===== src/design/pma_defines.svh =====
// Sizing macros for the PMA checking unit, included by the package and by modules that scale
`ifndef PMA_DEFINES_SVH
`define PMA_DEFINES_SVH

// Number of configurable address regions
`define PMA_NUM_REGIONS 4

// Width of a region index, enough to address every region
`define PMA_IDX_W 2

// Byte address width on the bus side being checked
`define PMA_ADDR_W 32

// Width of each event monitor counter
`define PMA_CNT_W 16

`endif

===== src/design/pma_pkg.sv =====
// Shared types of the PMA checking unit, imported by every module of the design
`include "pma_defines.svh"

package pma_pkg;

  typedef logic [`PMA_ADDR_W-1:0]      pma_addr_t;
  typedef logic [`PMA_IDX_W-1:0]       pma_idx_t;
  typedef logic [`PMA_NUM_REGIONS-1:0] pma_list_t;
  typedef logic [`PMA_CNT_W-1:0]       pma_cnt_t;

  // Bit 2 main, bit 1 bufferable, bit 0 cacheable
  typedef logic [2:0] pma_attr_t;

  typedef enum logic [1:0] {
    LOAD  = 2'd0,
    STORE = 2'd1,
    EXEC  = 2'd2
  } pma_kind_e;

  typedef enum logic [1:0] {
    BYTE = 2'd0,
    HALF = 2'd1,
    WORD = 2'd2
  } pma_size_e;

  // Configuration field selector
  typedef enum logic [1:0] {
    BASE  = 2'd0,
    LIMIT = 2'd1,
    ATTR  = 2'd2
  } pma_field_e;

  // Monitor counter selector
  typedef enum logic [2:0] {
    ACCESS   = 3'd0,
    MULTI    = 3'd1,
    MISALIGN = 3'd2,
    DENY     = 3'd3,
    IO       = 3'd4
  } pma_event_e;

endpackage


===== src/design/pma_unit.sv =====
// Top of the PMA checking unit for one bus side, wiring config, match, check and monitor
`timescale 1ns/1ns
`include "pma_defines.svh"

module pma_unit (
  input  logic                clk_ungated,
  input  logic                rst_n,
  input  logic                cfg_we_i,
  input  pma_pkg::pma_idx_t   cfg_region_i,
  input  pma_pkg::pma_field_e cfg_field_i,
  input  pma_pkg::pma_addr_t  cfg_wdata_i,
  output pma_pkg::pma_addr_t  cfg_rdata_o,
  input  logic                trans_valid_i,
  input  pma_pkg::pma_addr_t  trans_addr_i,
  input  pma_pkg::pma_kind_e  trans_kind_i,
  input  pma_pkg::pma_size_e  trans_size_i,
  output logic                resp_valid_o,
  output logic                resp_allow_o,
  output pma_pkg::pma_attr_t  resp_attr_o,
  output logic                resp_have_match_o,
  output pma_pkg::pma_idx_t   resp_match_idx_o,
  output logic                resp_misaligned_o,
  input  pma_pkg::pma_event_e mon_sel_i,
  input  logic                mon_clr_i,
  output pma_pkg::pma_cnt_t   mon_count_o
);

  import pma_pkg::*;

  pma_addr_t [`PMA_NUM_REGIONS-1:0] region_base;
  pma_addr_t [`PMA_NUM_REGIONS-1:0] region_limit;
  pma_attr_t [`PMA_NUM_REGIONS-1:0] region_attr;

  pma_list_t match_list;
  logic      have_match;
  pma_idx_t  match_idx;
  pma_attr_t match_attr;
  logic      stage_allow;
  logic      stage_misaligned;

  pma_region_regs u_regs (
    .clk_ungated    (clk_ungated),
    .rst_n          (rst_n),
    .cfg_we_i       (cfg_we_i),
    .cfg_region_i   (cfg_region_i),
    .cfg_field_i    (cfg_field_i),
    .cfg_wdata_i    (cfg_wdata_i),
    .cfg_rdata_o    (cfg_rdata_o),
    .region_base_o  (region_base),
    .region_limit_o (region_limit),
    .region_attr_o  (region_attr)
  );

  pma_match u_match (
    .clk_ungated    (clk_ungated),
    .trans_addr_i   (trans_addr_i),
    .region_base_i  (region_base),
    .region_limit_i (region_limit),
    .region_attr_i  (region_attr),
    .match_list_o   (match_list),
    .have_match_o   (have_match),
    .match_idx_o    (match_idx),
    .match_attr_o   (match_attr)
  );

  pma_checker u_checker (
    .clk_ungated        (clk_ungated),
    .rst_n              (rst_n),
    .trans_valid_i      (trans_valid_i),
    .trans_addr_i       (trans_addr_i),
    .trans_kind_i       (trans_kind_i),
    .trans_size_i       (trans_size_i),
    .have_match_i       (have_match),
    .match_idx_i        (match_idx),
    .match_attr_i       (match_attr),
    .resp_valid_o       (resp_valid_o),
    .resp_allow_o       (resp_allow_o),
    .resp_misaligned_o  (resp_misaligned_o),
    .resp_have_match_o  (resp_have_match_o),
    .resp_attr_o        (resp_attr_o),
    .resp_match_idx_o   (resp_match_idx_o),
    .stage_allow_o      (stage_allow),
    .stage_misaligned_o (stage_misaligned)
  );

  // Monitor samples the same stage-0 values the checker registers
  pma_event_monitor u_monitor (
    .clk_ungated   (clk_ungated),
    .rst_n         (rst_n),
    .trans_valid_i (trans_valid_i),
    .match_list_i  (match_list),
    .match_attr_i  (match_attr),
    .have_match_i  (have_match),
    .allow_i       (stage_allow),
    .misaligned_i  (stage_misaligned),
    .mon_sel_i     (mon_sel_i),
    .mon_clr_i     (mon_clr_i),
    .mon_count_o   (mon_count_o)
  );

endmodule


===== src/design/pma_event_monitor.sv =====
// Saturating event counters over the stage-0 decision, with selectable readback and clear
`timescale 1ns/1ns

module pma_event_monitor (
  input  logic                clk_ungated,
  input  logic                rst_n,
  input  logic                trans_valid_i,
  input  pma_pkg::pma_list_t  match_list_i,
  input  pma_pkg::pma_attr_t  match_attr_i,
  input  logic                have_match_i,
  input  logic                allow_i,
  input  logic                misaligned_i,
  input  pma_pkg::pma_event_e mon_sel_i,
  input  logic                mon_clr_i,
  output pma_pkg::pma_cnt_t   mon_count_o
);

  import pma_pkg::*;

  localparam int EV_NUM = 5;

  logic [EV_NUM-1:0] ev;
  pma_cnt_t          cnt_q [EV_NUM];

  // Event bits line up with the selector encoding
  always_comb begin
    ev           = '0;
    ev[ACCESS]   = trans_valid_i;
    ev[MULTI]    = trans_valid_i && ($countones(match_list_i) >= 2);
    ev[MISALIGN] = trans_valid_i && misaligned_i;
    ev[DENY]     = trans_valid_i && !allow_i;
    ev[IO]       = trans_valid_i && have_match_i && !match_attr_i[2];
  end

  always_ff @(posedge clk_ungated or negedge rst_n) begin
    if (!rst_n) begin
      for (int e = 0; e < EV_NUM; e++) begin
        cnt_q[e] <= '0;
      end
    end else begin
      for (int e = 0; e < EV_NUM; e++) begin
        // Clear wins over a strobe in the same cycle
        if (mon_clr_i) begin
          cnt_q[e] <= '0;
        end else if (ev[e] && (cnt_q[e] != '1)) begin
          cnt_q[e] <= cnt_q[e] + 1'b1;
        end
      end
    end
  end

  always_comb begin
    if (int'(mon_sel_i) < EV_NUM) begin
      mon_count_o = cnt_q[mon_sel_i];
    end else begin
      mon_count_o = '0;
    end
  end

  // Counts only move down through a clear
  for (genvar g = 0; g < EV_NUM; g++) begin : g_mono
    a_no_decrease: assert property (
      @(posedge clk_ungated) disable iff (!rst_n)
      !mon_clr_i |=> (cnt_q[g] >= $past(cnt_q[g]))
    );
  end

endmodule


===== src/design/pma_checker.sv =====
// Allow decision and misalignment check, registered into a one-cycle response
`timescale 1ns/1ns

module pma_checker (
  input  logic               clk_ungated,
  input  logic               rst_n,
  input  logic               trans_valid_i,
  input  pma_pkg::pma_addr_t trans_addr_i,
  input  pma_pkg::pma_kind_e trans_kind_i,
  input  pma_pkg::pma_size_e trans_size_i,
  input  logic               have_match_i,
  input  pma_pkg::pma_idx_t  match_idx_i,
  input  pma_pkg::pma_attr_t match_attr_i,
  output logic               resp_valid_o,
  output logic               resp_allow_o,
  output logic               resp_misaligned_o,
  output logic               resp_have_match_o,
  output pma_pkg::pma_attr_t resp_attr_o,
  output pma_pkg::pma_idx_t  resp_match_idx_o,
  output logic               stage_allow_o,
  output logic               stage_misaligned_o
);

  import pma_pkg::*;

  logic is_exec;
  logic is_main;

  assign is_exec = (trans_kind_i == EXEC);
  assign is_main = match_attr_i[2];

  always_comb begin
    case (trans_size_i)
      HALF:    stage_misaligned_o = trans_addr_i[0];
      WORD:    stage_misaligned_o = |trans_addr_i[1:0];
      default: stage_misaligned_o = 1'b0;
    endcase
  end

  // I/O regions take only aligned data accesses, fetches must be aligned everywhere
  assign stage_allow_o = have_match_i
                         && !(!is_main && (is_exec || stage_misaligned_o))
                         && !(is_exec && stage_misaligned_o);

  always_ff @(posedge clk_ungated or negedge rst_n) begin
    if (!rst_n) begin
      resp_valid_o <= 1'b0;
    end else begin
      resp_valid_o <= trans_valid_i;
    end
  end

  // Payload follows the strobe, qualified by resp_valid_o
  always_ff @(posedge clk_ungated) begin
    if (trans_valid_i) begin
      resp_allow_o      <= stage_allow_o;
      resp_misaligned_o <= stage_misaligned_o;
      resp_have_match_o <= have_match_i;
      resp_attr_o       <= match_attr_i;
      resp_match_idx_o  <= match_idx_i;
    end
  end

  // An allowed fetch must come back with main set
  a_exec_needs_main: assert property (
    @(posedge clk_ungated) disable iff (!rst_n)
    (trans_valid_i && stage_allow_o && is_exec) |=> (resp_allow_o && resp_attr_o[2])
  );

endmodule


===== src/design/pma_match.sv =====
// Parallel region compare with lowest-index priority, feeding the checker and the monitor
`timescale 1ns/1ns
`include "pma_defines.svh"

module pma_match (
  input  logic                                      clk_ungated,
  input  pma_pkg::pma_addr_t                        trans_addr_i,
  input  pma_pkg::pma_addr_t [`PMA_NUM_REGIONS-1:0] region_base_i,
  input  pma_pkg::pma_addr_t [`PMA_NUM_REGIONS-1:0] region_limit_i,
  input  pma_pkg::pma_attr_t [`PMA_NUM_REGIONS-1:0] region_attr_i,
  output pma_pkg::pma_list_t                        match_list_o,
  output logic                                      have_match_o,
  output pma_pkg::pma_idx_t                         match_idx_o,
  output pma_pkg::pma_attr_t                        match_attr_o
);

  import pma_pkg::*;

  pma_list_t hit;

  // Region r covers the half-open range [base, limit)
  always_comb begin
    for (int r = 0; r < `PMA_NUM_REGIONS; r++) begin
      hit[r] = (region_base_i[r] <= trans_addr_i) && (trans_addr_i < region_limit_i[r]);
    end
  end

  // Walk from the top down so the lowest matching index is written last
  always_comb begin
    have_match_o = 1'b0;
    match_idx_o  = '0;
    match_attr_o = '0;
    for (int r = `PMA_NUM_REGIONS - 1; r >= 0; r--) begin
      if (hit[r]) begin
        have_match_o = 1'b1;
        match_idx_o  = pma_idx_t'(r);
        match_attr_o = region_attr_i[r];
      end
    end
  end

  assign match_list_o = hit;

  // Priority select and match list must agree on whether anything hit
  a_have_match_list: assert property (
    @(posedge clk_ungated) have_match_o == (|match_list_o)
  );

endmodule


===== src/design/pma_region_regs.sv =====
// Region configuration registers with field-selected writes and combinational readback
`timescale 1ns/1ns
`include "pma_defines.svh"

module pma_region_regs (
  input  logic                                      clk_ungated,
  input  logic                                      rst_n,
  input  logic                                      cfg_we_i,
  input  pma_pkg::pma_idx_t                         cfg_region_i,
  input  pma_pkg::pma_field_e                       cfg_field_i,
  input  pma_pkg::pma_addr_t                        cfg_wdata_i,
  output pma_pkg::pma_addr_t                        cfg_rdata_o,
  output pma_pkg::pma_addr_t [`PMA_NUM_REGIONS-1:0] region_base_o,
  output pma_pkg::pma_addr_t [`PMA_NUM_REGIONS-1:0] region_limit_o,
  output pma_pkg::pma_attr_t [`PMA_NUM_REGIONS-1:0] region_attr_o
);

  import pma_pkg::*;

  pma_addr_t [`PMA_NUM_REGIONS-1:0] base_q;
  pma_addr_t [`PMA_NUM_REGIONS-1:0] limit_q;
  pma_attr_t [`PMA_NUM_REGIONS-1:0] attr_q;

  // All regions come out of reset empty since base equals limit
  always_ff @(posedge clk_ungated or negedge rst_n) begin
    if (!rst_n) begin
      base_q  <= '0;
      limit_q <= '0;
      attr_q  <= '0;
    end else if (cfg_we_i) begin
      case (cfg_field_i)
        BASE:    base_q[cfg_region_i]  <= cfg_wdata_i;
        LIMIT:   limit_q[cfg_region_i] <= cfg_wdata_i;
        // Only main, bufferable and cacheable are kept
        ATTR:    attr_q[cfg_region_i]  <= cfg_wdata_i[2:0];
        default: ;
      endcase
    end
  end

  always_comb begin
    case (cfg_field_i)
      BASE:    cfg_rdata_o = base_q[cfg_region_i];
      LIMIT:   cfg_rdata_o = limit_q[cfg_region_i];
      ATTR:    cfg_rdata_o = pma_addr_t'(attr_q[cfg_region_i]);
      default: cfg_rdata_o = '0;
    endcase
  end

  assign region_base_o  = base_q;
  assign region_limit_o = limit_q;
  assign region_attr_o  = attr_q;

  // A write must always name a known region
  a_we_region_known: assert property (
    @(posedge clk_ungated) disable iff (!rst_n)
    cfg_we_i |-> !$isunknown(cfg_region_i)
  );

endmodule


===== config.mk =====
export PLATFORM = sky130hd
export DESIGN_NAME = pma_unit
export DESIGN_NICKNAME = d
export VERILOG_FILES = /design/src/design/pma_pkg.sv /design/src/design/pma_unit.sv /design/src/design/pma_event_monitor.sv /design/src/design/pma_checker.sv /design/src/design/pma_match.sv /design/src/design/pma_region_regs.sv
export VERILOG_INCLUDE_DIRS = /design/src /design/src/design
export SDC_FILE = /design/constraint.sdc
export NUM_CORES = 1
export LEC_CHECK = 0
export ABC_AREA = 1
export BUFFER_PORTS_ARGS = -buffer_cell sky130_fd_sc_hd__buf_2
export CAP_MARGIN = 20
export CELL_PAD_IN_SITES_DETAIL_PLACEMENT = 0
export CELL_PAD_IN_SITES_GLOBAL_PLACEMENT = 1
export CORE_AREA = 2 2 271 273
export DETAILED_ROUTE_END_ITERATION = 10
export DIE_AREA = 0 0 273 275
export PLACE_DENSITY = 0.74
export SLEW_MARGIN = 5
export SYNTH_ARGS = -nofsm -noshare
export SYNTH_HDL_FRONTEND = slang
export SYNTH_HIERARCHICAL = 1
export SYNTH_SLANG_ARGS = --single-unit
export TNS_END_PERCENT = 1

===== constraint.sdc =====
create_clock -name clk_ungated -period 4 [get_ports clk_ungated]
set_clock_uncertainty 0.2 [all_clocks]
set_input_delay 0.2 -clock clk_ungated [delete_from_list [all_inputs] [get_ports clk_ungated]]
set_output_delay 0.2 -clock clk_ungated [all_outputs]
set_load 0.005 [all_outputs]

==> results of run 1 <==
==> power by group <==
part | switching, mW | internal (mW) | total [mW] | leakage (nW)
combinational | 2.26 | 1.42 | 3.68 | 9.83
clock | 1.73 | 2.35 | 4.08 | 0.718
sequential | 0.491 | 4.28 | 4.77 | 4.47
==> worst register-to-register path, delay by kind of cell, from the launching register on <==
family / cells / cell delay, ns
fa+ha+maj: 3 / 1.03
flops: 1 / 0.34
buf+inv: 3 / 0.26
simple gates: 11 / 1.24
compound gates: 2 / 0.59
==> cell usage in the layout (no fill, tap or decap), types with 9 or more instances in the layout <==
| cell | count |
|---|---|
| nand2_1 | 1158 |
| inv_1 | 424 |
| dfrtp_1 | 349 |
| nor2_1 | 303 |
| ha_1 | 261 |
| a21oi_1 | 259 |
| o21ai_0 | 195 |
| buf_2 | 135 |
| nand3_1 | 124 |
| o21ai_1 | 107 |
| nand4_1 | 53 |
| clkbuf_16 | 47 |
| buf_4 | 40 |
| dlygate4sd3_1 | 38 |
| nor2_4 | 19 |
| xor2_1 | 17 |
| clkbuf_1 | 16 |
| nand2_2 | 15 |
| nor3_1 | 11 |
| clkbuf_8 | 9 |
| inv_2 | 9 |
| o21a_1 | 9 |
==> logic make-up after synthesis <==
logic type,count (synthesis)
fa+ha+maj,262
buf+inv,559
simple gates,1730
xor+xnor,17
compound gates,599
flops,357
==> flip-flops by register name, indices dropped and copies added, names as in the netlist <==
signal                       cells
u_checker/resp_match_idx_o       2
u_checker/resp_valid_o           1
u_regs/region_base_o           128
u_regs/region_limit_o          128
u_checker/resp_allow_o           1
u_checker/resp_have_match_o      1
u_monitor/cnt_q                 80
u_checker/resp_attr_o            3
u_regs/region_attr_o            12
u_checker/resp_misaligned_o      1
==> worst max-delay path by stage <==
stage | start | endpoint | slack (ns) | depth (start not counted)
after floorplan | u_regs/region_base_o[15]$_DFFE_PN0P_ | u_monitor/cnt_q[51]$_DFFE_PN0P_ | 0.85 | 21
after detailed placement | u_regs/region_limit_o[1]$_DFFE_PN0P_ | u_monitor/cnt_q[30]$_DFFE_PN0P_ | 0.05 | 25
after global placement | u_regs/region_limit_o[1]$_DFFE_PN0P_ | u_monitor/cnt_q[29]$_DFFE_PN0P_ | 0.02 | 25
final | u_regs/region_limit_o[7]$_DFFE_PN0P_ | u_monitor/cnt_q[60]$_DFFE_PN0P_ | 0.27 | 19
after CTS | u_regs/region_limit_o[1]$_DFFE_PN0P_ | u_monitor/cnt_q[30]$_DFFE_PN0P_ | 0.03 | 25
after global routing | u_regs/region_limit_o[1]$_DFFE_PN0P_ | u_monitor/cnt_q[60]$_DFFE_PN0P_ | 0.02 | 21
==> cell type report <==
| class | count | area [um^2] | area share [%] |
|---|---|---|---|
| Timing Repair Buffer | 223 | 1540 | 5.38 |
| Multi-Input combinational cell | 2608 | 13800 | 48.2 |
| Clock inverter | 13 | 114 | 0.397 |
| Tap cell | 959 | 1200 | 4.19 |
| Sequential cell | 357 | 8970 | 31.3 |
| Inverter | 438 | 1650 | 5.76 |
| Clock buffer | 72 | 1360 | 4.75 |
| Antenna cell | 1 | 2.50 | 0.00873 |
==> repair_timing <==
| item | in CTS | in global routing |
|---|---|---|
| setup endpoints to repair | 0 | 32 |
| setup buffers | 0 | 2 |
| endpoints found under the hold margin | 352 | 0 |
| hold buffers | 38 | 0 |
| gates resized for setup | 0 | 19 |
==> routing by layer <==
metal	GRT usage [%]	vias to the layer above	share of wire (%)
met5	0	-	0.033
met4	5.38	4	2.4
met3	2.73	107	4.2
met2	33.9	411	44
met1	30.1	10400	49
li1	-	11600	-
==> Yosys cell counts (11+ instances only) <==
master / count
a21oi_1: 262
xor2_1: 17
inv_1: 425
dfrtp_1: 349
o21ai_0: 200
nor2_4: 17
nand2_1: 1162
clkbuf_1: 29
nand4_1: 53
buf_4: 13
buf_2: 56
o21ai_1: 103
nor3_1: 12
nand3_1: 124
buf_1: 14
nand2_2: 11
nor2_1: 304
ha_1: 261
==> per-stage QoR <==
stage	hold slack [ns]	power (mW)
after CTS	0.00171	12.6
after detailed placement	0.106	8.44
after global placement	0.102	8.38
after floorplan	-0.296	7.14
after global routing	0.0537	13.5
final	0.0406	12.5
==> reports/qor.txt, run 1 <==
CP required: 4.33 ns
Mapped Avg Cell Area: 7.10 um^2
DR WL/cell: 16.8 um
Cells after Synth: 3524
Routed Antenna Nets: 0
Pwr Density: 437 nW/um^2
post-synthesis cell type count: 50
dpl ws: 0.0514 ns
die area: 75100 um^2
startpoint types: register
portion of netlist area occupied by mux cells: 0%
TritonRoute pass-1 iters: 7
crit-path max cell delay: 0.49 ns
Yosys reg bits: 357
R2R Setup Slk: 0.27 ns
worst path buffer plus inverter count: 3
largest cells by area after synthesis: dfrtp_1 (35%), nand2_1 (17%), ha_1 (13%)
post-synth top area share: 34.9%
final worst slack: 0.269 ns
CP Max Fanout: 9
Least-Margin Pin Slew: 0.929 ns
Slowest cell on crit path: o211ai_1
Post-synth ARST share: 97.8%
CP Class: reg2reg
Mapped Area: 25000 um^2
die outline width: 273 um
crit path cell chain: inv_1 -> ha_1 -> nand2_1 -> o211ai_1 -> nand2_1 -> nand3b_1 -> a21oi_2 -> nand2_2 -> inv_4 -> ha_1 -> nand2_1 -> fa_1 -> nand2_1 -> nand2_2 -> nor2_2 -> buf_4 -> nor2_4 -> nand2_1 -> nand2_1
CTS tree: yes
H-tree levels: 2
total grt overflow: 0
Final GP Congestion: 0.840
period utilisation layout: 93.3%
initial antenna violation count: 3
largest net degree at the start of global routing: 92
post-synthesis compound-gate area fraction: 12.4%
prevailing post-synth register cell: dfrtp_1
Fill cells: 7782
fin nets: 4017
simple-gate share of the synthesized area: 29.0%
status: finished, final reports clean
drt total wl: 78400 um
Hold Vio Cnt, Final: 0
starting DRC count in detailed routing: 1471
fmax: 268 MHz
CP delay by family, top: simple AND/OR/NAND/NOR gates
max-cap violations: 0
setup TNS: 0 ns
clock latency on the worst-skew pair: 0.61 ns
Util after Layout: 39.6%
reg2reg end: u_monitor/cnt_q[60]$_DFFE_PN0P_
vias in the first global route: 22000
DR vias/cell: 4.83
final non-filler cell total: 4671
critical path endpoint category: register
Port Buffers: 136
Reg2Reg Launch Point: u_regs/region_limit_o[7]$_DFFE_PN0P_
Synth Net Count: 3866
Final Max Slew Viols: 0
io pins: 137
adder-cell share of the synthesized area: 13.1%
CP most frequent cell: nand2_1
core area: 72300 um^2
setup violators final: 0
XOR/XNOR share of the synthesized area: 0.595%
Worst VDD drop: 0.000315 V
cells on worst reg2reg path: 19
post-detail-place hpwl: 57700 um
Synth Warn #: 6
Final Instance Area: 28700 um^2
DRC: 0
largest area contributor in the netlist: dfrtp_1
largest family of logic cells by synthesized area: simple AND/OR/NAND/NOR gates
first-pass GRT wire length: 125000 um
Site Rows: 99
fin crit period: 3.73 ns
clock buffer count from CTS: 47
die height: 275 um
max_slew headroom: 38.0%
Clock Root Buffer: clkbuf_16
CTS clk-pin slew, worst paths: 0.06 ns
Global Route Usage Sum: 21.1%
Placed Area: 26700 um^2
via count: 22600
Cells after DPL: 4545
layout cell share with drive strength beyond 1: 9.30%
Post-synth EDFFs: 8
post-synthesis sequential area ratio: 35.9%
Pleak: 15.0 nW
worst hold path class: in2async
maximum root-to-sink buffer count: 3
RSZ-0062 raised after global routing: false
CP arrival: 4.06 ns
initial core utilization: 34.6%
area grow syn2layout: 14.6%
clk sinks: 357
(Power assumes the default switching activity.)
==> run 2: changes to the inputs <==
Settings changed: CELL_PAD_IN_SITES_DETAIL_PLACEMENT 0 to 1.
==> reports/qor.txt, run 2 (same netlist as run 1, synthesis figures left out) <==
wire length on met3: 3100 um
drt total wl: 85700 um
max_slew headroom: 36.2%
final non-filler cell total: 4670
die outline width: 273 um
first-pass GRT wire length: 137000 um
area grow syn2layout: 14.9%
largest net degree at the start of global routing: 92
CTS clk-pin slew, worst paths: 0.06 ns
CP Max Fanout: 5
CP arrival: 4.10 ns
status: complete, but fails checks
Final GP Congestion: 0.840
initial antenna violation count: 3
Top Layer Used: met5
violated checks: hold timing
die height: 275 um
share of total power in the clock network: 31.8%
Final Max Slew Viols: 0
clk sinks: 357
NetSw: 4.65 mW
CP most frequent cell: nand2_1
Global Route Usage Sum: 23.0%
vias in the first global route: 24900
most common cell after layout, fill and taps aside: nand2_1
max-cap violations: 0
layout cell share with drive strength beyond 1: 9.73%
highest-count cells in the layout ignoring fill and taps: nand2_1 (1156), inv_1 (423), dfrtp_1 (349)
fin nets: 4018
via count: 23600
DR vias/cell: 5.06
fmax: 261 MHz
sequential share of power: 37.5%
Hold Vio Cnt, Final: 2
setup violators final: 0
dpl ws: -0.0145 ns
Clock Root Buffer: clkbuf_16
crit path cell chain: inv_1 -> ha_1 -> a21oi_1 -> o21ai_2 -> nand2_1 -> o211ai_1 -> nand2_1 -> nand3b_1 -> a21oi_2 -> nand2_2 -> inv_4 -> ha_2 -> nand2_2 -> fa_1 -> nand2_1 -> nand2_2 -> nor2_4 -> buf_6 -> nor2_4 -> nand2_1 -> nand2_1
clock buffer count from CTS: 45
Pwr Density: 445 nW/um^2
Slowest cell on crit path: fa_1
Pleak: 15.1 nW
CP Class: reg2reg
critical path endpoint category: register
Worst VDD drop: 0.000305 V
Comb power frac: 30.7%
worst hold path class: in2async
Site Rows: 99
Least-Margin Pin Slew: 0.957 ns
io pins: 137
DRC: 0
met1 wire length: 40100 um
die area: 75100 um^2
final worst slack: 0.169 ns
worst path buffer plus inverter count: 3
clock latency on the worst-skew pair: 0.58 ns
Internal: 8.13 mW
CTS tree: yes
H-tree levels: 2
Final Instance Area: 28700 um^2
core area: 72300 um^2
multi-input logic area: 13900 um^2
Routed Antenna Nets: 0
CP delay by family, top: simple AND/OR/NAND/NOR gates
crit-path max cell delay: 0.41 ns
period utilisation layout: 95.8%
total grt overflow: 0
CP required: 4.27 ns
fin crit period: 3.83 ns
post-detail-place hpwl: 62900 um
setup TNS: 0 ns
maximum root-to-sink buffer count: 3
startpoint types: register
Switching Share: 36.4%
routed wl met2: 40000 um
Cells after DPL: 4545
TritonRoute pass-1 iters: 5
DR WL/cell: 18.4 um
initial core utilization: 34.6%
storage element area: 8970 um^2
Placed Area: 26700 um^2
worst hold slack: -0.00475 ns
starting DRC count in detailed routing: 1258
Port Buffers: 136
Fill cells: 9252
run 2: final cells by class:
class | count | share of cell area, %
sequential | 357 | 31.2
clock inverter | 15 | 0.270
timing repair buffer | 225 | 5.48
multi-input combinational | 2609 | 48.3
inverter | 438 | 5.75
tap | 959 | 4.18
antenna | 1 | 0.00871
clock buffer | 66 | 4.76
run 2: worst paths after layout:
kind | startpoint | endpoint | slack (ns) | cells after the start
max | u_regs/region_limit_o[3]$_DFFE_PN0P_ | u_monitor/cnt_q[58]$_DFFE_PN0P_ | 0.17 | 21
min | rst_n | u_regs/region_limit_o[6]$_DFFE_PN0P_ | -0.005 | 2
max reg2reg | u_regs/region_limit_o[3]$_DFFE_PN0P_ | u_monitor/cnt_q[58]$_DFFE_PN0P_ | 0.17 | 21
min reg2reg | u_regs/region_base_o[110]$_DFFE_PN0P_ | u_regs/region_base_o[110]$_DFFE_PN0P_ | 0.32 | 2
max in group asynchronous | rst_n | u_regs/region_limit_o[124]$_DFFE_PN0P_ | 2.36 | 3
min in group clk_ungated | trans_size_i[1] | u_checker/resp_misaligned_o$_DFFE_PP_ | 0.01 | 5
run 2: routing by layer:
metal,vias up,global-route usage (%)
li1,11600,-
met1,11500,30.8
met2,368,39.0
met3,130,2.76
met4,4,6.51
met5,-,0
run 2: what timing repair did:
item                                    in CTS  in global routing
gates resized for setup                      2                 30
gates cloned                                 0                  2
endpoints found under the setup margin      20                 33
endpoints found under the hold margin      350                  0
pin swaps                                    3                 18
hold buffers                                35                  0
buffers inserted                             0                  6
run 2: power groups by stage:
| stage | clock network (mW) | registers, mW | logic [mW] |
|---|---|---|---|
| 4_1_cts | 4.18 | 4.79 | 3.80 |
| 5_1_grt | 4.31 | 4.88 | 4.50 |
| 6_report | 4.07 | 4.79 | 3.92 |
| 3_5_place_dp | 0 | 4.85 | 3.71 |
| 2_1_floorplan | 0 | 4.68 | 2.46 |
| 3_3_place_gp | 0 | 4.82 | 3.56 |
run 2: metrics by stage:
step	hold WS (ns)	util (%)	total power [mW]
floorplan	-0.296	-	7.14
global placement	0.102	36.9	8.38
detailed placement	0.0962	36.9	8.56
CTS	0.000520	39.4	12.8
global route	0.0392	39.7	13.7
finish	-0.00475	39.7	12.8
